File: src/vcu_pkg.sv
// vector unit localparams, class/type/opmode enums, vtype/request/dispatch structs, vlmax table
package vcu_pkg;

   localparam int VLEN            = 4096;      // bits per vector register
   localparam int W_PORTS_NUM     = 4;         // write-port groups
   localparam int DEP_HOLD_CYCLES = 9;         // scoreboard hold after start
   localparam int DEP_CNT_W       = $clog2(DEP_HOLD_CYCLES + 1);
   localparam int ALU_OPMODE_W    = 9;
   localparam int VL_W            = 32;
   localparam int RESET_VL        = VLEN / 32; // sew 2, lmul 0

   // one class per scheduler queue
   typedef enum logic [3:0] {
      CLS_OPIVV  = 4'd0,
      CLS_OPIVX  = 4'd1,
      CLS_OPIVI  = 4'd2,
      CLS_OPMVV  = 4'd3,
      CLS_OPMVX  = 4'd4,
      CLS_LOAD   = 4'd5,
      CLS_STORE  = 4'd6,
      CLS_CONFIG = 4'd7
   } instr_class_e;

   typedef enum logic [2:0] {
      INST_NORMAL    = 3'd0,
      INST_REDUCTION = 3'd1,
      INST_STORE     = 3'd2,
      INST_LOAD      = 3'd4,
      INST_SLIDE     = 3'd6,
      INST_INVALID   = 3'd7
   } inst_type_e;

   // upper bits pick the alu unit, lower bits the op
   typedef enum logic [ALU_OPMODE_W-1:0] {
      ALU_ADD       = 9'h000,
      ALU_ADDU      = 9'h001,
      ALU_SUB       = 9'h002,
      ALU_SUBU      = 9'h003,
      ALU_SLT       = 9'h040, // compares
      ALU_SLTU      = 9'h041,
      ALU_SLE       = 9'h042,
      ALU_SLEU      = 9'h043,
      ALU_SGT       = 9'h044,
      ALU_SGTU      = 9'h045,
      ALU_SEQ       = 9'h046,
      ALU_SNEQ      = 9'h047,
      ALU_AND       = 9'h080, // logic
      ALU_OR        = 9'h081,
      ALU_XOR       = 9'h082,
      ALU_ANDNOT    = 9'h083,
      ALU_ORNOT     = 9'h084,
      ALU_NAND      = 9'h085,
      ALU_NOR       = 9'h086,
      ALU_XNOR      = 9'h087,
      ALU_SLL       = 9'h0c0, // shifts
      ALU_SRL       = 9'h0c1,
      ALU_SRA       = 9'h0c2,
      ALU_MUL       = 9'h100, // multiplier
      ALU_MULH      = 9'h101,
      ALU_MULHU     = 9'h102,
      ALU_MULHSU    = 9'h103,
      ALU_MULU      = 9'h104,
      ALU_MULSU     = 9'h105,
      ALU_MUL_ADD   = 9'h140, // multiply-accumulate
      ALU_MULU_ADD  = 9'h141,
      ALU_MULUS_ADD = 9'h142,
      ALU_MULSU_ADD = 9'h143,
      ALU_MUL_SUB   = 9'h144
   } alu_op_e;

   typedef struct packed {
      logic        vill;  // illegal config
      logic [22:0] rsvd;
      logic        vma;
      logic        vta;
      logic [2:0]  sew;
      logic [2:0]  lmul;
   } vtype_t;

   typedef struct packed {
      logic [31:0]  instr;
      logic [31:0]  rs1;   // scalar operand
      instr_class_e cls;
   } instr_req_t;

   typedef struct packed {
      inst_type_e  inst_type;
      logic [1:0]  op2_sel;      // 0 vv, 1 vx, 2 vi
      alu_op_e     alu_opmode;
      logic [1:0]  wdata_width;
      logic        reduction;
      logic        vector_mask;
      logic [31:0] alu_x_data;
      logic [4:0]  alu_imm;
      logic        up_down_slide; // low for slidedown
      logic [31:0] slide_amount;  // in bytes
   } dispatch_t;

   // vlmax indexed [lmul][sew]
   typedef logic [7:0][7:0][VL_W-1:0] vlmax_tbl_t;

   function automatic vlmax_tbl_t build_vlmax();
      vlmax_tbl_t tbl;
      tbl = '0;
      for (int l = 0; l < 4; l++)
      begin
         for (int s = 0; s < 4; s++)
            tbl[l][s] = VL_W'(((VLEN / 8) / (2 ** s)) * (2 ** l));
      end
      // fractional lmul, 5..7 mean 1/8..1/2
      for (int l = 5; l < 8; l++)
      begin
         for (int s = 0; s < 4; s++)
            tbl[l][s] = VL_W'(((VLEN / 8) / (2 ** s)) / (2 ** (8 - l)));
      end
      return tbl;
   endfunction

   localparam vlmax_tbl_t VLMAX_TBL = build_vlmax();

endpackage
File: src/vcu_top.sv
// vector control unit top, issue control, hazard tracker, config registers and decoder
`timescale 1ns/1ps

module vcu_top (
   input  logic                               clk,
   input  logic                               rstn,
   input  vcu_pkg::instr_req_t                req_i,
   input  logic                               req_vld_i,
   output logic                               req_rdy_o,
   output logic [vcu_pkg::W_PORTS_NUM-1:0]    start_o,
   output vcu_pkg::dispatch_t                 dispatch_o,
   input  logic [vcu_pkg::W_PORTS_NUM-1:0]    port_done_i,
   output logic [vcu_pkg::VL_W-1:0]           vl_o,
   output logic [2:0]                         sew_o,
   output logic [2:0]                         lmul_o
);

   vcu_pkg::instr_req_t held;     // instruction waiting to issue
   logic                held_vld;
   logic                issue;    // held instruction leaves
   logic                hazard;
   vcu_pkg::vtype_t     vtype;

   vcu_issue_ctrl vcu_issue_ctrl_inst (
      .clk         (clk),
      .rstn        (rstn),
      .req_i       (req_i),
      .req_vld_i   (req_vld_i),
      .hazard_i    (hazard),
      .port_done_i (port_done_i),
      .req_rdy_o   (req_rdy_o),
      .held_o      (held),
      .held_vld_o  (held_vld),
      .issue_o     (issue),
      .start_o     (start_o)
   );

   vcu_hazard_tracker vcu_hazard_tracker_inst (
      .clk        (clk),
      .rstn       (rstn),
      .held_i     (held),
      .held_vld_i (held_vld),
      .start_i    (start_o),
      .hazard_o   (hazard)
   );

   vcu_vtype_regs vcu_vtype_regs_inst (
      .clk     (clk),
      .rstn    (rstn),
      .held_i  (held),
      .issue_i (issue),
      .vtype_o (vtype),
      .vl_o    (vl_o),
      .sew_o   (sew_o),
      .lmul_o  (lmul_o)
   );

   vcu_decoder vcu_decoder_inst (
      .held_i     (held),
      .vtype_i    (vtype),
      .dispatch_o (dispatch_o)
   );

endmodule

File: src/vcu_decoder.sv
// combinational decode of the held instruction into the lane control bundle
`timescale 1ns/1ps

module vcu_decoder (
   input  vcu_pkg::instr_req_t held_i,
   input  vcu_pkg::vtype_t     vtype_i,
   output vcu_pkg::dispatch_t  dispatch_o
);

   logic [5:0]  funct6;
   logic [2:0]  funct6_up;
   logic        is_opi;    // OPIVV/OPIVX/OPIVI
   logic        is_opm;    // OPMVV/OPMVX
   logic        is_vv;
   logic        is_vx;
   logic        is_vi;
   logic        red_chk;
   logic        slide_chk;
   logic        wide_chk;
   logic [2:0]  wd_sum;

   assign funct6    = held_i.instr[31:26];
   assign funct6_up = held_i.instr[31:29];

   assign is_vv  = held_i.cls inside {vcu_pkg::CLS_OPIVV, vcu_pkg::CLS_OPMVV};
   assign is_vx  = held_i.cls inside {vcu_pkg::CLS_OPIVX, vcu_pkg::CLS_OPMVX};
   assign is_vi  = held_i.cls == vcu_pkg::CLS_OPIVI;
   assign is_opi = held_i.cls inside {vcu_pkg::CLS_OPIVV, vcu_pkg::CLS_OPIVX,
                                      vcu_pkg::CLS_OPIVI};
   assign is_opm = held_i.cls inside {vcu_pkg::CLS_OPMVV, vcu_pkg::CLS_OPMVX};

   assign red_chk   = (is_opm && funct6_up == 3'b000) ||
                      (held_i.cls == vcu_pkg::CLS_OPIVV && funct6_up == 3'b110);
   assign slide_chk = (is_opi || is_opm) && (funct6 == 6'b001110 || funct6 == 6'b001111);
   assign wide_chk  = (funct6_up == 3'b111) || (funct6_up == 3'b110); // 2*sew result
   assign wd_sum    = wide_chk ? vtype_i.sew + 3'd2 : vtype_i.sew + 3'd1;

   always_comb
   begin
      dispatch_o = '0;

      // type priority: memory first, then reduction and slide
      if (held_i.cls == vcu_pkg::CLS_STORE)
         dispatch_o.inst_type = vcu_pkg::INST_STORE;
      else if (held_i.cls == vcu_pkg::CLS_LOAD)
         dispatch_o.inst_type = vcu_pkg::INST_LOAD;
      else if (red_chk)
         dispatch_o.inst_type = vcu_pkg::INST_REDUCTION;
      else if (slide_chk)
         dispatch_o.inst_type = vcu_pkg::INST_SLIDE;
      else if (is_opi || is_opm)
         dispatch_o.inst_type = vcu_pkg::INST_NORMAL;
      else
         dispatch_o.inst_type = vcu_pkg::INST_INVALID; // config

      dispatch_o.op2_sel = is_vv ? 2'd0 : is_vx ? 2'd1 : is_vi ? 2'd2 : 2'd3;

      dispatch_o.alu_opmode = vcu_pkg::ALU_ADD; // default
      if (is_opi)
      begin
         case (funct6)
            6'b000010, 6'b000011: dispatch_o.alu_opmode = vcu_pkg::ALU_SUB; // vsub, vrsub
            6'b000100, 6'b011010: dispatch_o.alu_opmode = vcu_pkg::ALU_SLTU;
            6'b000101, 6'b011011: dispatch_o.alu_opmode = vcu_pkg::ALU_SLT;
            6'b000110, 6'b011110: dispatch_o.alu_opmode = vcu_pkg::ALU_SGTU;
            6'b000111, 6'b011111: dispatch_o.alu_opmode = vcu_pkg::ALU_SGT;
            6'b001001: dispatch_o.alu_opmode = vcu_pkg::ALU_AND;
            6'b001010: dispatch_o.alu_opmode = vcu_pkg::ALU_OR;
            6'b001011: dispatch_o.alu_opmode = vcu_pkg::ALU_XOR;
            6'b010010, 6'b010011: dispatch_o.alu_opmode = vcu_pkg::ALU_SUB; // vsbc, vmsbc
            6'b011000: dispatch_o.alu_opmode = vcu_pkg::ALU_SEQ;
            6'b011001: dispatch_o.alu_opmode = vcu_pkg::ALU_SNEQ;
            6'b011100: dispatch_o.alu_opmode = vcu_pkg::ALU_SLEU;
            6'b011101: dispatch_o.alu_opmode = vcu_pkg::ALU_SLE;
            6'b100000: dispatch_o.alu_opmode = vcu_pkg::ALU_ADDU;  // saturating
            6'b100010: dispatch_o.alu_opmode = vcu_pkg::ALU_SUBU;
            6'b100011: dispatch_o.alu_opmode = vcu_pkg::ALU_SUB;
            6'b100101: dispatch_o.alu_opmode = vcu_pkg::ALU_SLL;
            6'b100111: dispatch_o.alu_opmode = vcu_pkg::ALU_MUL;   // vsmul
            6'b101000, 6'b101010, 6'b101100, 6'b101110, 6'b101111:
               dispatch_o.alu_opmode = vcu_pkg::ALU_SRL;           // plain, rounding, narrowing
            6'b101001, 6'b101011, 6'b101101:
               dispatch_o.alu_opmode = vcu_pkg::ALU_SRA;
            default: dispatch_o.alu_opmode = vcu_pkg::ALU_ADD;     // vadd, vadc, vwredsum
         endcase
      end
      else if (is_opm)
      begin
         case (funct6)
            6'b000001, 6'b011001: dispatch_o.alu_opmode = vcu_pkg::ALU_AND;
            6'b000010, 6'b011010: dispatch_o.alu_opmode = vcu_pkg::ALU_OR;
            6'b000011, 6'b011011: dispatch_o.alu_opmode = vcu_pkg::ALU_XOR;
            6'b000100: dispatch_o.alu_opmode = vcu_pkg::ALU_SLTU;  // vredminu
            6'b000101: dispatch_o.alu_opmode = vcu_pkg::ALU_SLT;
            6'b000110: dispatch_o.alu_opmode = vcu_pkg::ALU_SGTU;
            6'b000111: dispatch_o.alu_opmode = vcu_pkg::ALU_SGT;
            6'b001000, 6'b110000, 6'b110100: dispatch_o.alu_opmode = vcu_pkg::ALU_ADDU;
            6'b001010, 6'b110010, 6'b110110: dispatch_o.alu_opmode = vcu_pkg::ALU_SUBU;
            6'b001011, 6'b110011, 6'b110111: dispatch_o.alu_opmode = vcu_pkg::ALU_SUB;
            6'b011000: dispatch_o.alu_opmode = vcu_pkg::ALU_ANDNOT; // mask logic
            6'b011100: dispatch_o.alu_opmode = vcu_pkg::ALU_ORNOT;
            6'b011101: dispatch_o.alu_opmode = vcu_pkg::ALU_NAND;
            6'b011110: dispatch_o.alu_opmode = vcu_pkg::ALU_NOR;
            6'b011111: dispatch_o.alu_opmode = vcu_pkg::ALU_XNOR;
            6'b100100: dispatch_o.alu_opmode = vcu_pkg::ALU_MULHU;
            6'b100101, 6'b111011: dispatch_o.alu_opmode = vcu_pkg::ALU_MUL;
            6'b100110: dispatch_o.alu_opmode = vcu_pkg::ALU_MULHSU;
            6'b100111: dispatch_o.alu_opmode = vcu_pkg::ALU_MULH;
            6'b101001, 6'b101101, 6'b111101: dispatch_o.alu_opmode = vcu_pkg::ALU_MUL_ADD;
            6'b101011, 6'b101111: dispatch_o.alu_opmode = vcu_pkg::ALU_MUL_SUB;
            6'b111000: dispatch_o.alu_opmode = vcu_pkg::ALU_MULU;   // vwmulu
            6'b111010: dispatch_o.alu_opmode = vcu_pkg::ALU_MULSU;
            6'b111100: dispatch_o.alu_opmode = vcu_pkg::ALU_MULU_ADD;
            6'b111110: dispatch_o.alu_opmode = vcu_pkg::ALU_MULUS_ADD;
            6'b111111: dispatch_o.alu_opmode = vcu_pkg::ALU_MULSU_ADD;
            default:   dispatch_o.alu_opmode = vcu_pkg::ALU_ADD;
         endcase
      end

      dispatch_o.wdata_width   = wd_sum[1:0];
      dispatch_o.reduction     = red_chk;
      dispatch_o.vector_mask   = ~held_i.instr[25];  // vm=0 means masked
      dispatch_o.alu_x_data    = held_i.rs1;
      dispatch_o.alu_imm       = held_i.instr[19:15];
      dispatch_o.up_down_slide = (funct6 != 6'b001111);

      // element offset scaled to bytes
      if (is_vi)
         dispatch_o.slide_amount = {27'd0, held_i.instr[19:15]} << vtype_i.sew;
      else if (is_vx)
         dispatch_o.slide_amount = held_i.rs1 << vtype_i.sew;
      else
         dispatch_o.slide_amount = 32'd1 << vtype_i.sew; // slide1up/down
   end

endmodule

File: src/vcu_vtype_regs.sv
// vtype and vl configuration registers with vsetvl/vsetvli update
`timescale 1ns/1ps

module vcu_vtype_regs (
   input  logic                     clk,
   input  logic                     rstn,
   input  vcu_pkg::instr_req_t      held_i,
   input  logic                     issue_i,
   output vcu_pkg::vtype_t          vtype_o,
   output logic [vcu_pkg::VL_W-1:0] vl_o,
   output logic [2:0]               sew_o,
   output logic [2:0]               lmul_o
);

   vcu_pkg::vtype_t          vtype_q;
   vcu_pkg::vtype_t          vtype_next;
   logic [vcu_pkg::VL_W-1:0] vl_q;
   logic [vcu_pkg::VL_W-1:0] vl_next;
   logic [vcu_pkg::VL_W-1:0] vlmax;
   logic                     cfg_issue;
   logic [4:0]               rs1_field;
   logic [4:0]               vd_field;

   assign cfg_issue = issue_i && (held_i.cls == vcu_pkg::CLS_CONFIG);
   assign rs1_field = held_i.instr[19:15];
   assign vd_field  = held_i.instr[11:7];

   always_comb
   begin
      vtype_next = '0;
      if (held_i.instr[31:30] == 2'b10) // vsetvl, vtype in rs1
         vtype_next = vcu_pkg::vtype_t'(held_i.rs1);
      else
      begin
         vtype_next.lmul = {held_i.instr[25], held_i.instr[21:20]};
         vtype_next.sew  = held_i.instr[24:22];
         vtype_next.vta  = held_i.instr[26];
         vtype_next.vma  = held_i.instr[27];
      end
   end

   // lookup uses the new vtype, not the current one
   assign vlmax = vcu_pkg::VLMAX_TBL[vtype_next.lmul][vtype_next.sew];

   assign vl_next = (rs1_field != 5'd0) ? held_i.rs1 : // requested avl
                    (vd_field != 5'd0)  ? vlmax :
                                          vl_q;         // keep vl

   always_ff @(posedge clk)
   begin
      if (!rstn)
      begin
         vtype_q      <= '0;
         vtype_q.sew  <= 3'd2; // 32-bit elements
         vl_q         <= vcu_pkg::VL_W'(vcu_pkg::RESET_VL);
      end
      else if (cfg_issue)
      begin
         vtype_q <= vtype_next;
         vl_q    <= vl_next;
      end
   end

   assign vtype_o = vtype_q;
   assign vl_o    = vl_q;
   assign sew_o   = vtype_q.sew;
   assign lmul_o  = vtype_q.lmul;

endmodule

File: src/vcu_hazard_tracker.sv
// per-port destination scoreboard with hold countdowns and source match
`timescale 1ns/1ps

module vcu_hazard_tracker (
   input  logic                            clk,
   input  logic                            rstn,
   input  vcu_pkg::instr_req_t             held_i,
   input  logic                            held_vld_i,
   input  logic [vcu_pkg::W_PORTS_NUM-1:0] start_i,
   output logic                            hazard_o
);

   logic [vcu_pkg::W_PORTS_NUM-1:0][4:0]                  vd_q;  // pending destination per port
   logic [vcu_pkg::W_PORTS_NUM-1:0]                       vld_q;
   logic [vcu_pkg::W_PORTS_NUM-1:0][vcu_pkg::DEP_CNT_W-1:0] cnt_q;
   logic [vcu_pkg::W_PORTS_NUM-1:0]                       match;
   logic                                                  chk_vs1;

   always_ff @(posedge clk)
   begin
      for (int i = 0; i < vcu_pkg::W_PORTS_NUM; i++)
      begin
         if (!rstn)
         begin
            vld_q[i] <= 1'b0;
            cnt_q[i] <= '0;
         end
         else if (start_i[i]) // load on start edge
         begin
            vd_q[i]  <= held_i.instr[11:7];
            vld_q[i] <= 1'b1;
            cnt_q[i] <= vcu_pkg::DEP_CNT_W'(vcu_pkg::DEP_HOLD_CYCLES);
         end
         else if (vld_q[i])
         begin
            cnt_q[i] <= cnt_q[i] - 1'b1;
            if (cnt_q[i] == vcu_pkg::DEP_CNT_W'(1))
               vld_q[i] <= 1'b0; // count hits zero
         end
      end
   end

   // vs1 is a register only in the vector-vector forms
   assign chk_vs1 = held_i.cls inside {vcu_pkg::CLS_OPIVV, vcu_pkg::CLS_OPMVV};

   always_comb
   begin
      for (int i = 0; i < vcu_pkg::W_PORTS_NUM; i++)
         match[i] = vld_q[i] && ((vd_q[i] == held_i.instr[24:20]) ||
                                 (chk_vs1 && vd_q[i] == held_i.instr[19:15]));
   end

   assign hazard_o = held_vld_i && (held_i.cls != vcu_pkg::CLS_CONFIG) && (|match);

endmodule

File: src/vcu_issue_ctrl.sv
// instruction holding register, accept handshake, port busy bits and start strobes
`timescale 1ns/1ps

module vcu_issue_ctrl (
   input  logic                            clk,
   input  logic                            rstn,
   input  vcu_pkg::instr_req_t             req_i,
   input  logic                            req_vld_i,
   input  logic                            hazard_i,
   input  logic [vcu_pkg::W_PORTS_NUM-1:0] port_done_i,
   output logic                            req_rdy_o,
   output vcu_pkg::instr_req_t             held_o,
   output logic                            held_vld_o,
   output logic                            issue_o,
   output logic [vcu_pkg::W_PORTS_NUM-1:0] start_o
);

   logic [vcu_pkg::W_PORTS_NUM-1:0] busy_q;
   logic [vcu_pkg::W_PORTS_NUM-1:0] free;
   logic [vcu_pkg::W_PORTS_NUM-1:0] grant;   // lowest free port, one-hot
   logic                            is_cfg;
   logic                            accept;

   assign is_cfg = held_o.cls == vcu_pkg::CLS_CONFIG;
   assign free   = ~busy_q;
   assign grant  = free & (~free + 1'b1);   // isolate lowest set bit

   // config bypasses hazards and ports
   assign issue_o   = held_vld_o && (is_cfg || (!hazard_i && (|free)));
   assign start_o   = (issue_o && !is_cfg) ? grant : '0;
   assign req_rdy_o = !held_vld_o || issue_o; // refill while leaving
   assign accept    = req_vld_i && req_rdy_o;

   always_ff @(posedge clk)
   begin
      if (!rstn)
      begin
         held_vld_o <= 1'b0;
         busy_q     <= '0;
      end
      else
      begin
         held_vld_o <= accept || (held_vld_o && !issue_o);
         // start wins over a same-cycle done
         busy_q     <= (busy_q & ~port_done_i) | start_o;
      end
   end

   always_ff @(posedge clk)
   begin
      if (accept)
         held_o <= req_i;
   end

endmodule

File: config.mk
export PLATFORM = sky130hd
export DESIGN_NAME = vcu_top
export DESIGN_NICKNAME = d
export VERILOG_FILES = /design/src/vcu_pkg.sv /design/src/vcu_top.sv /design/src/vcu_decoder.sv /design/src/vcu_vtype_regs.sv /design/src/vcu_hazard_tracker.sv /design/src/vcu_issue_ctrl.sv
export SDC_FILE = /design/constraint.sdc
export NUM_CORES = 1
export LEC_CHECK = 0
export ABC_AREA = 1
export BUFFER_PORTS_ARGS = -buffer_cell sky130_fd_sc_hd__buf_2
export CORE_ASPECT_RATIO = 0.5
export CORE_MARGIN = 1
export CORE_UTILIZATION = 50
export CTS_BUF_LIST = sky130_fd_sc_hd__clkbuf_2 sky130_fd_sc_hd__clkbuf_4 sky130_fd_sc_hd__clkbuf_8
export CTS_CLUSTER_DIAMETER = 40
export CTS_CLUSTER_SIZE = 28
export DETAILED_ROUTE_END_ITERATION = 16
export PLACE_DENSITY = 0.86
export SLEW_MARGIN = 25
export SYNTH_ARGS = -nofsm -noshare
export SYNTH_HDL_FRONTEND = slang
export SYNTH_SLANG_ARGS = --single-unit
File: constraint.sdc
create_clock -name clk -period 3.5 [get_ports clk]
set_input_delay 0.175 -clock clk [delete_from_list [all_inputs] [get_ports clk]]
set_output_delay 0.175 -clock clk [all_outputs]
set_load 0.1 [all_outputs]
# Word-level counts from Yosys, hierarchy flattened
# Memories as Yosys holds them, arrays and structs flattened. A register that Yosys moved wholly into a read port is not among the register bits.
# Index checks and enable logic that the tools add are counted.
# totals
out_inout_bits	131
mem_bits_ro	2816
reg_bits	151
memories	3
wordCells	170
inputBits	75
# classes
bitwise	8
n_mux	42
n_shift	3
n_reduce_logical	58
magnitude_cmp	2
add_sub_neg	7
n_eq_ne	26
# mem_list
memory	words	width	rd	rd_clocked_by_memory_dff	write_ports	line_no	rtl
(name not given)	8	256	1	0	0	vcu_vtype_regs.sv:43	assign vlmax = vcu_pkg::VLMAX_TBL[vtype_next.lmul][vtype_next.sew];
(name not given)	64	6	1	1	0	vcu_decoder.sv:61	case (funct6)
(name not given)	64	6	1	1	0	vcu_decoder.sv:89	case (funct6)
# ops
cell	count
2-to-1 mux 256 bit	1
2-to-1 mux 32 bit	5
binary-select mux 32 bit (select 3 bit)	1
equality test 5 bit	8
2-to-1 mux 4 bit	9
left shift 1 x 3 -> 32 bit, first input constant	1
left shift 32 x 3 -> 32 bit	1
left shift 5 x 3 -> 32 bit	1
equality test 4 x 1 -> 1 bit, second input constant	5
logical AND 1 bit	19
2-to-1 mux 6 bit	3
2-to-1 mux 9 bit	2
equality test 4 x 3 -> 1 bit, second input constant	4
nonzero test 2 bit	8
subtractor 4 x 1 -> 4 bit, second input constant	4
2-to-1 mux 3 bit	5
2-to-1 mux 1 bit	13
equality test 6 x 4 -> 1 bit, second input constant	2
NOT 4 bit	3
logical OR 1 bit	11
AND reduction 2 bit	5
nonzero test 5 bit	2
AND 4 bit	2
equality test 4 x 2 -> 1 bit, second input constant	2
other kinds (17)	29

# Depth between registers and ports, before layout
# Gate-level depths: netlist of run 1.
# depth
depth_word	14
depth_mapped	24
mapped_depth_nobuf	24

# Modules after synthesis
# From an unflattened synthesis of run 1, not the netlist that was laid out.
# hier_totals
cells_unflattened	1268
area_unflattened_um2	9940.8
# by_module_without_submodules
module	area_each_um2	seq_area_each_um2	n_inst	cells_per_inst
vcu_vtype_regs	2849.0	1281.2	1	401
vcu_decoder	2433.6	0.0	1	451
vcu_issue_ctrl	2329.7	2142.1	1	111
vcu_hazard_tracker	2328.5	1001.0	1	305

# Least setup slack after synthesis of run 1
# OpenSTA, ideal clock, no wires.
# synth_path
path_type	reg-to-reg
startpoint	reg vcu_issue_ctrl_inst.held_o[53] (netlist name)
endpoint	reg vcu_hazard_tracker_inst.vd_q[10] (netlist name) (enable)
t_required_ps	3155
t_arrival_ps	4207
setup_ps	345
setup_slack_ps	-1052
synth_period_minus_slack_ps	4552
n_path_buf	1
path_stages_with_launch	17
path_cell_list	edfxtp_1 -> clkbuf_2 -> inv_1 -> nand2_1 -> nand2_1 -> nor2_1 -> nand3_1 -> nand2_1 -> nand2_1 -> nand2_1 -> o21ai_2 -> nand2_4 -> inv_1 -> nand2_1 -> nor3_1 -> inv_1 -> nor2_1
# synth_via
elab_chain_cells	13
word_cells_on_any_way	25
classes_between	4 x eq/ne; 1 x mux; 20 x reduce/logical
# synth_rtl
item	line_no	rtl
start: declaration	vcu_issue_ctrl.sv:12	output vcu_pkg::instr_req_t held_o,
start signal: assignment	vcu_issue_ctrl.sv:52	held_o <= req_i;
equality test 5 bit	vcu_hazard_tracker.sv:50	(chk_vs1 && vd_q[i] == held_i.instr[19:15]));
logical AND 1 bit	vcu_hazard_tracker.sv:50	
logical OR 1 bit	vcu_hazard_tracker.sv:49	match[i] = vld_q[i] && ((vd_q[i] == held_i.instr[24:20]) ||
logical AND 1 bit	vcu_hazard_tracker.sv:49	
OR reduction 4 bit *	vcu_hazard_tracker.sv:53	assign hazard_o = held_vld_i && (held_i.cls != vcu_pkg::CLS_CONFIG) && (|match);
logical AND 1 bit *	vcu_hazard_tracker.sv:53	
logical NOT 1 bit *	vcu_issue_ctrl.sv:29	assign issue_o = held_vld_o && (is_cfg || (!hazard_i && (|free)));
logical AND 1 bit *	vcu_issue_ctrl.sv:29	
logical OR 1 bit *	vcu_issue_ctrl.sv:29	
logical AND 1 bit *	vcu_issue_ctrl.sv:29	
logical AND 1 bit *	vcu_issue_ctrl.sv:30	assign start_o = (issue_o && !is_cfg) ? grant : '0;
2-to-1 mux 4 bit *	vcu_issue_ctrl.sv:30	
via start_o, one bit	vcu_top.sv:10	output logic [vcu_pkg::W_PORTS_NUM-1:0] start_o,
AND reduction 2 bit (no line) *	-	
end signal: indexed assignment	vcu_hazard_tracker.sv:30	vd_q[i] <= held_i.instr[11:7];
end: declaration	vcu_hazard_tracker.sv:13	logic [vcu_pkg::W_PORTS_NUM-1:0][4:0] vd_q;
# Mark *: on every way through the listed nets, which the timed path passes. The rest lies on a longest branch.
# A chain may end at the register's enable or synchronous reset.

==> results of run 1 <==
[Yosys cell counts (all sizes together)]
| cell | instances | share of area (%) |
|---|---|---|
| a31oi | 9 | 0.66 |
| nand3 | 79 | 4.8 |
| o211ai | 4 | 0.35 |
| buf | 55 | 4.5 |
| dfxtp | 75 | 17 |
| o41ai | 1 | 0.10 |
| nand2 | 333 | 16 |
| o21ai | 106 | 6.4 |
| mux2i | 7 | 0.82 |
| nor2 | 92 | 4.1 |
| clkinv | 2 | 0.087 |
| a211oi | 4 | 0.35 |
| nand4 | 4 | 0.29 |
| nor3 | 7 | 0.41 |
| o21a | 1 | 0.087 |
| or2 | 1 | 0.073 |
| nand3b | 2 | 0.17 |
| a21oi | 64 | 3.7 |
| o311ai | 2 | 0.20 |
| inv | 123 | 5.4 |
| xor2 | 15 | 1.5 |
| conb | 1 | 0.044 |
| edfxtp | 78 | 27 |
| a21o | 1 | 0.087 |
| clkbuf | 35 | 1.6 |
| ha | 15 | 2.2 |
| o2111ai | 2 | 0.20 |
| a221oi | 1 | 0.10 |
| xnor2 | 9 | 0.92 |
| o22ai | 8 | 0.58 |
[worst min-delay path: stages]
cell and delay [ns]:
buf_2 0.07, nor2_1 0.03, o21a_1 0.17
[per-stage QoR]
step                      cell area [sq um]  hold slack [ns]  setup TNS (ns)
after global routing                  10900           0.0262               0
after global placement                 9770            0.351               0
after CTS                             10800           0.0308               0
after floorplan                        8610            0.274          -17.61
after detailed placement               9770            0.353               0
final                                 10900           0.0548               0
[where the power goes]
group / total, uW / internal, uW / switching [uW]
clock network: 1530 / 805 / 727
logic: 1010 / 259 / 756
registers: 2020 / 1960 / 64.0
total: 4570 / 3020 / 1550
[sequential cells by signal, indices dropped and copies added (netlist names), named ones only]
signal,flops
vcu_hazard_tracker_inst.vd_q,20
vcu_vtype_regs_inst.lmul_o,3
vcu_issue_ctrl_inst.held_o,58
vcu_issue_ctrl_inst.busy_q,4
vcu_hazard_tracker_inst.vld_q,4
vcu_vtype_regs_inst.sew_o,3
vcu_vtype_regs_inst.vl_o,32
vcu_issue_ctrl_inst.held_vld_o,1
vcu_hazard_tracker_inst.cnt_q,16
[layer usage]
| layer | track usage [%] | up-vias | wire [um] |
|---|---|---|---|
| met5 | 0 | - | 0 |
| li1 | - | 4047 | - |
| met3 | 7.28 | 74 | 2040 |
| met1 | 33.8 | 3956 | 10400 |
| met4 | 11.6 | 0 | 697 |
| met2 | 46.9 | 446 | 11400 |
[what timing repair did]
item,CTS,global route
buffers inserted,0,0
setup endpoints to repair,0,18
endpoints found under the hold margin,61,0
resized for setup,0,14
hold buffers,61,0
[cells by family (layout without fill, tap and decap cells)]
family | after synthesis | after routing | share of synthesized area [%]
AND/OR/NAND/NOR | 518 | 518 | 25.3
buffers and inverters | 215 | 422 | 11.6
AO/OA/AOI/OAI | 203 | 203 | 12.8
flip-flops | 153 | 153 | 44.8
XOR/XNOR | 24 | 24 | 2.45
adder cells (fa/ha/maj) | 15 | 15 | 2.19
multiplexers | 7 | 7 | 0.816
other | 1 | 3 | 0.0437
[final timing paths]
path / start / to / slack, ns / depth (start not counted)
max: vcu_issue_ctrl_inst.held_o[2] / dispatch_o[7] / 0.20 / 16
min: port_done_i[2] / vcu_issue_ctrl_inst.busy_q[2] / 0.05 / 3
max reg2reg: vcu_issue_ctrl_inst.held_o[51] / register / 0.47 / 21
min reg2reg: vcu_vtype_regs_inst.vl_o[31] / vcu_vtype_regs_inst.vl_o[31] / 0.47 / 2
[area by class of cell]
| class | count | share of cell area [%] |
|---|---|---|
| Sequential cell | 153 | 35.4 |
| Multi-Input combinational cell | 770 | 34.9 |
| Timing Repair Buffer | 265 | 18.6 |
| Inverter | 125 | 4.38 |
| Tap cell | 227 | 2.62 |
| Clock buffer | 19 | 2.29 |
| Clock inverter | 13 | 1.80 |
==> results.md, run 1 <==
* TritonCTS clock tree: yes
* Clk buf depth at 2
* GP Congestion at 0.932
* Vias in the first global route at 7,987
* Critical Path Fanout Max at 11
* Pleak at 0.00503 uW
* Synth Cell Area at 8580 sq um
* Die X at 187 um
* Placed insts at 1,479
* Post-synthesis sequential area ratio at 44.8%
* Most common library cell in the layout ignoring fill and taps: nand2_1
* Largest net degree at the start of global routing at 59
* Synthesis-to-layout area growth at 26.4%
* Total Routing Usage GR at 27.7%
* Worst skew pair latency at 0.47 ns
* Worst setup margin at 0.199 ns
* Vias at 8,523
* Fill cells at 1,338
* Pre-CTS WS at 0.566 ns
* Warning count from the yosys run at 0
* Via-to-Cell Ratio at 5.42
* Clock sink count at 153
* Die ar. at 17,700 sq um
* Status: finished, final reports clean
* Fin. max-slew vios at 0
* Hold WC Path Type: in2reg
* Syn Inst Count at 1,136
* Final Skew at 0.0270 ns
* Clock-pin slew on the worst setup and hold paths at 0.09 ns
* Most frequent cells in the layout: nand2_1, buf_2, inv_1
* Worst Tran Pin Value at 0.836 ns
* Ant diodes at 0
* CP Capture Type: output port
* Reg area at 3840 sq um
* WP data arrival at 3.13 ns
* IO Pins at 206
* Ratio of cells with drive above 1 in the final layout at 19.9%
* Bufs and invs on worst path at 6
* H-tree depth at 4
* Max-cap viol count at 0
* Worst IR Drop VDD at 0.240 mV
* Synthesized flop and latch total at 153
* Worst setup SP type: register
* # setup viols final at 0
* Nets at 1,422
* Max Clock Freq at 303 MHz
* Hold Violations, Final at 0
* WL per Instance at 15.6 um
* Synth unique cells at 44
* Relative slew slack at 44.2%
* Worst path cell trace: nor2_4 > buf_4 > inv_1 > nor2_1 > nor2_2 > clkinv_1 > buf_4 > nand2_1 > o21ai_0 > inv_1 > nand2_1 > o21ai_0 > nand2_1 > o21ai_0 > o21ai_1 > buf_12
* Worst path max stage delay at 0.43 ns
* Layout Cells excl Fill at 1,572
* Num CTS Buffers at 17
* Total power at 4570 uW
* Area of the multi-input gates at 3780 sq um
* Starting Density at 51.8%
* CTS root buf: clkbuf_8
* Aggregate routed wire length at 24.5 mm
* Gr ovfl total at 0
* RSZ-0062 raised after global routing: false
* Final period util at 94.3%
* Global-route wire length before repair at 38.6 mm
* CP max-delay cell: edfxtp_1
* Post-route antenna net violation count at 0
* Post-DP HPWL at 17.3 mm
* Pwr dens at 421 nW/um^2
* WP data required at 3.32 ns
* Initial antenna violation count at 0
* Core Area at 16,600 sq um
* Iteration count of the initial detailed-routing pass at 5
* WS Path Type: reg2out
* Initial DRC count at 569
* Synth Area per Inst at 7.56 sq um
* Die height at 94.6 um
* Port buffer count at 192
* Final Core Density at 65.5%
* Core Rows at 33
* Cell family with most CP delay: buffers and inverters
* Drt drc at 0
* Post-route minimum period at 3.30 ns
(Power assumes the default switching activity.)
==> inputs of run 2 (changes only) <==
CORE_ASPECT_RATIO = 1.25   (was 0.5)
==> results.md, run 2 (same netlist as run 1, synthesis figures left out) <==
* Total Routing Usage GR at 27.8% (+0.14 points)
* Ratio of cells with drive above 1 in the final layout at 19.9% (-0.045 points)
* Aggregate routed wire length at 24.4 mm (-0.39%)
* Worst setup SP type: register
* Initial DRC count at 712 (+25%)
* GP Congestion at 0.912 (-2.2%)
* Ant diodes at 0 (unchanged)
* Hold Violations, Final at 0 (unchanged)
* Gr ovfl total at 0 (unchanged)
* Post-CTS Setup Bufs at 0 (unchanged)
* Worst Tran Pin Value at 0.877 ns (+0.0418 ns)
* WL per Instance at 15.6 um (+0.19%)
* Drt drc at 0 (unchanged)
* Fin. max-slew vios at 0 (unchanged)
* Global-route wire length before repair at 38.3 mm (-0.61%)
* Pleak at 0.00501 uW (-0.26%)
* Area of the multi-input gates at 3780 sq um (about the same)
* Initial antenna violation count at 0 (unchanged)
* Final period util at 92.9% (-1.4 points)
* Max-cap viol count at 0 (unchanged)
* Top reg by flops: vcu_issue_ctrl_inst.held_o
* Num CTS Buffers at 17 (unchanged)
* RSZ-0062 raised after global routing: false
* Setup slack, reg-to-reg at 0.44 ns (-0.03 ns)
* H-tree depth at 4 (unchanged)
* WP data required at 3.32 ns (about the same)
* Status: finished, final reports clean
* Core Area at 16,800 sq um (+1.3%)
* Worst r2r path cells at 22 (+4.8%)
* Most common library cell in the layout ignoring fill and taps: nand2_1
* IO Pins at 206 (unchanged)
* Vias in the first global route at 7,884 (-1.3%)
* Final hold slack at 0.0739 ns (+0.0191 ns)
* Synthesis-to-layout area growth at 26.2%
* Worst IR Drop VDD at 0.286 mV (+19%)
* Worst Hold Depth at 3 (unchanged)
* Most frequent cells in the layout: nand2_1, buf_2, inv_1
* Iteration count of the initial detailed-routing pass at 6 (+1)
* Clk buf depth at 2 (unchanged)
* Hold WC Path Type: in2reg
* Pwr dens at 408 nW/um^2 (-3.0%)
* Die height at 148 um (+57%)
* CTS root buf: clkbuf_8
* Core Rows at 53 (+61%)
* Starting Density at 51.2% (-0.68 points)
* TritonCTS clock tree: yes
* Clock sink count at 153 (unchanged)
* WP data arrival at 3.08 ns (-0.05 ns)
* Worst skew pair latency at 0.45 ns (-0.02 ns)
* Post-route antenna net violation count at 0 (unchanged)
* Clock-pin slew on the worst setup and hold paths at 0.09 ns (about the same)
* Port buffer count at 192 (unchanged)
* Relative slew slack at 41.4% (-2.8 points)
* Critical Path Fanout Max at 35 (+24)
* Nets at 1,420 (-0.14%)
* Hold wc startpoint: req_vld_i
* WS Path Type: reg2out
* Via-to-Cell Ratio at 5.31 (-2.0%)
* Crit Reg-Reg Startpoint: vcu_issue_ctrl_inst.held_o[51]
* TNS Setup at 0 ns (unchanged)
* Post-DP HPWL at 17.1 mm (-1.5%)
* CP Capture Type: output port
* Reg area at 3840 sq um (unchanged)
* Vias at 8,306 (-2.5%)
* Final Skew at 0.0102 ns (-0.0169 ns)
* Layout Cells excl Fill at 1,563 (-0.57%)
* Number of flip-flops under the largest register name at 58 (unchanged)
* Placed insts at 1,470 (-0.61%)
* Fill cells at 1,345 (+0.52%)
* # setup viols final at 0 (unchanged)
* Hold endpoint: vcu_issue_ctrl_inst.held_vld_o
* Post-route minimum period at 3.25 ns (-0.0502 ns)
* Max Clock Freq at 308 MHz (+1.5%)
* Largest net degree at the start of global routing at 59 (unchanged)
* Die X at 119 um (-36%)
* Die ar. at 17,700 sq um (-0.16%)
run 2: cell types whose count changed in the layout (fill, tap and decap cells not counted), sizes merged:
cell / delta
buf: +1
bufinv: -2
clkbuf: -5
clkinv: +2
inv: +2
run 2: through the flow:
stage | total power, uW | setup slack (ns) | instance area (sq um) | util [%]
2_1_floorplan | 2800 | -1.05 | 8610 | -
3_3_place_gp | 3000 | 0.530 | 9790 | 58.3
3_5_place_dp | 3010 | 0.471 | 9790 | 58.3
4_1_cts | 4430 | 0.0276 | 10800 | 64.4
5_1_grt | 4590 | 0.00170 | 10800 | 64.6
6_report | 4420 | 0.249 | 10800 | 64.6
run 2: report_power, final:
group | leakage (uW) | internal, uW | switching (uW)
logic | 0.00346 | 264 | 750
clock network | 0.000201 | 650 | 733
registers | 0.00136 | 1960 | 68.8
run 2: final cells by class:
class	count	share of cell area [%]
multi-input combinational	770	34.9
inverter	125	4.39
sequential	153	35.5
tap	220	2.54
clock inverter	15	1.54
timing repair buffer	263	19.0
clock buffer	17	2.16
run 2: worst max path at each step:
stage,start,endpoint,cells after the start
4_1_cts,vcu_issue_ctrl_inst.held_o[2],dispatch_o[25],15
6_report,vcu_issue_ctrl_inst.held_o[0],dispatch_o[29],12
5_1_grt,vcu_issue_ctrl_inst.held_o[2],dispatch_o[19],15
2_1_floorplan,vcu_issue_ctrl_inst.held_o[53],vcu_hazard_tracker_inst.vd_q[10],16
3_5_place_dp,vcu_issue_ctrl_inst.held_o[2],dispatch_o[31],13
3_3_place_gp,vcu_issue_ctrl_inst.held_o[2],dispatch_o[31],13
run 2: layer usage:
layer / global-route usage, % / routed length, um / part of all wire (%) / vias up
met1: 31.0 / 9350 / 38 / 3837
li1: - / - / - / 4036
met2: 51.9 / 12700 / 52 / 383
met4: 11.3 / 666 / 2.7 / 0
met5: 0 / 0 / 0 / -
met3: 4.98 / 1690 / 6.9 / 50
run 2: repair_timing:
item                       in CTS  in global routing
hold endpoints to repair       61                  0
cloned                          0                  0
gates resized for setup         3                  8
hold buffers                   61                  0
setup endpoints to repair       3                 31
run 2: worst max-delay path, stage by stage (launching register included):
cell      delay, ns
edfxtp_1       0.50
nand2_2        0.19
nor2_1         0.09
nor2_2         0.28
clkinv_1       0.16
buf_6          0.22
nand2_1        0.11
nor2_1         0.04
a31oi_1        0.16
inv_1          0.08
o21ai_0        0.32
o21ai_1        0.17
buf_4          0.30
==> inputs of run 3 (changes only) <==
==> constraint.sdc (replaced) <==
create_clock -name clk -period 3.5 [get_ports clk]
set_input_delay 1.05 -clock clk [delete_from_list [all_inputs] [get_ports clk]]
set_output_delay 1.05 -clock clk [all_outputs]
set_load 0.1 [all_outputs]
==> results.md, run 3 (same netlist as run 1, synthesis figures left out) <==
* Status: finished, violations left
* Violated checks: negative setup slack
* Cell family with most CP delay: buffers and inverters
* Gr ovfl total at 0 (unchanged)
* Crit Reg-Reg Startpoint: vcu_issue_ctrl_inst.held_o[53]
* Hold endpoint: vcu_vtype_regs_inst.vl_o[29]
* Final period util at 107% (+14 points)
* Post-route antenna net violation count at 0 (unchanged)
* Clock sink count at 153 (unchanged)
* Num CTS Buffers at 17 (unchanged)
* Max Clock Freq at 268 MHz (-13%)
* Hold wc startpoint: vcu_vtype_regs_inst.vl_o[29]
* WS Path Type: reg2out
* Worst setup margin at -0.237 ns (-0.486 ns)
* Core Rows at 53 (unchanged)
* Worst Hold Depth at 2 (-1)
* Vias in the first global route at 8,084 (+2.5%)
* Pre-CTS WS at -0.0455 ns (-0.517 ns)
* WL per Instance at 17.6 um (+13%)
* CP max-delay cell: edfxtp_1
* Hold Violations, Final at 0 (unchanged)
* CTS root buf: clkbuf_8
* Critical path origin: vcu_issue_ctrl_inst.held_o[2]
* Vias at 8,728 (+5.1%)
* Fill cells at 1,182 (-12%)
* Hold WC Path Type: reg2reg
* Initial DRC count at 827 (+16%)
* CP Capture Type: output port
* Worst r2r path cells at 23 (+4.5%)
* Global-route wire length before repair at 39.9 mm (+4.0%)
* IO Pins at 206 (unchanged)
* Synthesis-to-layout area growth at 37.4%
* WP data arrival at 2.69 ns (-0.39 ns)
* Clock-pin slew on the worst setup and hold paths at 0.08 ns (about the same)
* TritonCTS clock tree: yes
* Clk buf depth at 2 (unchanged)
* Placed insts at 1,497 (+1.8%)
* Pleak at 0.00531 uW (+5.9%)
* Top reg by flops: vcu_issue_ctrl_inst.held_o
* Worst skew pair latency at 0.46 ns (about the same)
* Initial antenna violation count at 0 (unchanged)
* Most common library cell in the layout ignoring fill and taps: nand2_1
* Pwr dens at 392 nW/um^2 (-3.9%)
* Die X at 119 um (unchanged)
* Fin. max-slew vios at 0 (unchanged)
* Die ar. at 17,700 sq um (unchanged)
* Final Core Density at 70.3% (+5.7 points)
* Nets at 1,412 (-0.56%)
* Via-to-Cell Ratio at 5.61 (+5.6%)
* Cts hold-fix bufs at 0 (-100%)
* H-tree depth at 4 (unchanged)
* Drt drc at 0 (unchanged)
* # setup viols final at 34 (+34)
* Post-DP HPWL at 18.4 mm (+7.9%)
* Total Routing Usage GR at 28.8% (+0.94 points)
* Most frequent cells in the layout: nand2_1, buf_2, inv_1
* Final Skew at 0.0164 ns (+0.00626 ns)
* Max-cap viol count at 0 (unchanged)
* RSZ-0062 raised after global routing: true
* GP Congestion at 0.944 (+3.5%)
* Relative slew slack at 47.0% (+5.5 points)
* Iteration count of the initial detailed-routing pass at 6 (unchanged)
* Core Area at 16,800 sq um (unchanged)
* Ant diodes at 0 (unchanged)
* Worst setup SP type: register
* Number of flip-flops under the largest register name at 58 (unchanged)
* Worst Tran Pin Value at 0.795 ns (-0.0820 ns)
* Layout Cells excl Fill at 1,555 (-0.51%)
* Bufs and invs on worst path at 7 (+3)
* Die height at 148 um (unchanged)
* Ratio of cells with drive above 1 in the final layout at 35.1% (+15 points)
* Largest net degree at the start of global routing at 59 (unchanged)
* Worst path cell trace: inv_2 > nor2_2 > inv_2 > nor3_4 > nor2_4 > clkinv_4 > buf_12 > nand2_2 > o21ai_2 > inv_1 > nand2_1 > o21ai_1 > nand2_1 > o21ai_1 > buf_4 > o21ai_4 > buf_12
* Worst path max stage delay at 0.40 ns (-0.10 ns)
* Port buffer count at 192 (unchanged)
* Critical Path Fanout Max at 6 (-83%)
* Post-route minimum period at 3.74 ns (+0.486 ns)
* Starting Density at 51.2% (unchanged)
* WP data required at 2.45 ns (-0.87 ns)
* TNS Setup at -4.72 ns (-4.72 ns)
* Setup slack, reg-to-reg at 0.33 ns (-0.11 ns)
* Worst IR Drop VDD at 0.286 mV (+0.19%)
* Aggregate routed wire length at 27.4 mm (+12%)
-- run 3: layout make-up --
type                       instances  area, sq um  share of cell area (%)
clock inverter                    12          164                    1.39
clock buffer                      20          263                    2.23
multi-input combinational        770         4610                    39.1
timing repair buffer             255         2150                    18.3
sequential                       153         3850                    32.6
tap                              220          275                    2.33
inverter                         125          483                    4.10
-- run 3: worst max-delay path by stage --
stage	depth (start not counted)	end
after floorplan	16	vcu_hazard_tracker_inst.vd_q[10]
after global placement	14	dispatch_o[22]
after detailed placement	14	dispatch_o[22]
after CTS	12	dispatch_o[8]
after global routing	17	dispatch_o[7]
final	17	dispatch_o[7]
-- run 3: worst register-to-register path: stages, from the launching register on --
cell,delay (ns)
edfxtp_1,0.50
buf_6,0.18
xor2_1,0.15
nor2_1,0.17
nand3_2,0.10
nand2_2,0.10
nand2_2,0.06
nand2_2,0.09
o21ai_4,0.07
nand2_4,0.08
buf_4,0.13
nand2_8,0.08
nand2_8,0.13
clkinvlp_4,0.10
nand2_1,0.06
nand2_1,0.24
ha_1,0.39
inv_1,0.05
nand3_1,0.07
nand2_1,0.05
nand2_1,0.05
nand2_1,0.04
a21oi_1,0.12
nor2_1,0.05
-- run 3: metrics by stage --
stage / power, uW / hold WS, ns / instance area [sq um]
after floorplan: 2830 / 0.447 / 8920
after global placement: 3070 / 0.447 / 10500
after detailed placement: 3080 / 0.454 / 10500
after CTS: 4560 / 0.467 / 11100
after global routing: 4780 / 0.485 / 11800
final: 4630 / 0.461 / 11800
-- run 3: timing repair --
item                       4_1_cts  5_1_grt
resized for setup              101      127
setup buffers                    4       22
pin swaps                        9       28
cloned                           0        3
setup endpoints to repair       37       45
-- run 3: layer usage --
layer	up-vias	wire (um)	global-route usage [%]
li1	4039	-	-
met1	4084	9670	31.6
met2	511	14500	52.6
met3	94	2010	5.71
met4	0	1250	14.1
met5	-	0	0
-- run 3: report_power, final --
| group | internal [uW] | total, uW | switching, uW |
|---|---|---|---|
| combinational | 311 | 1130 | 820 |
| clock | 753 | 1470 | 715 |
| sequential | 1960 | 2030 | 69.2 |
| total | 3020 | 4630 | 1600 |
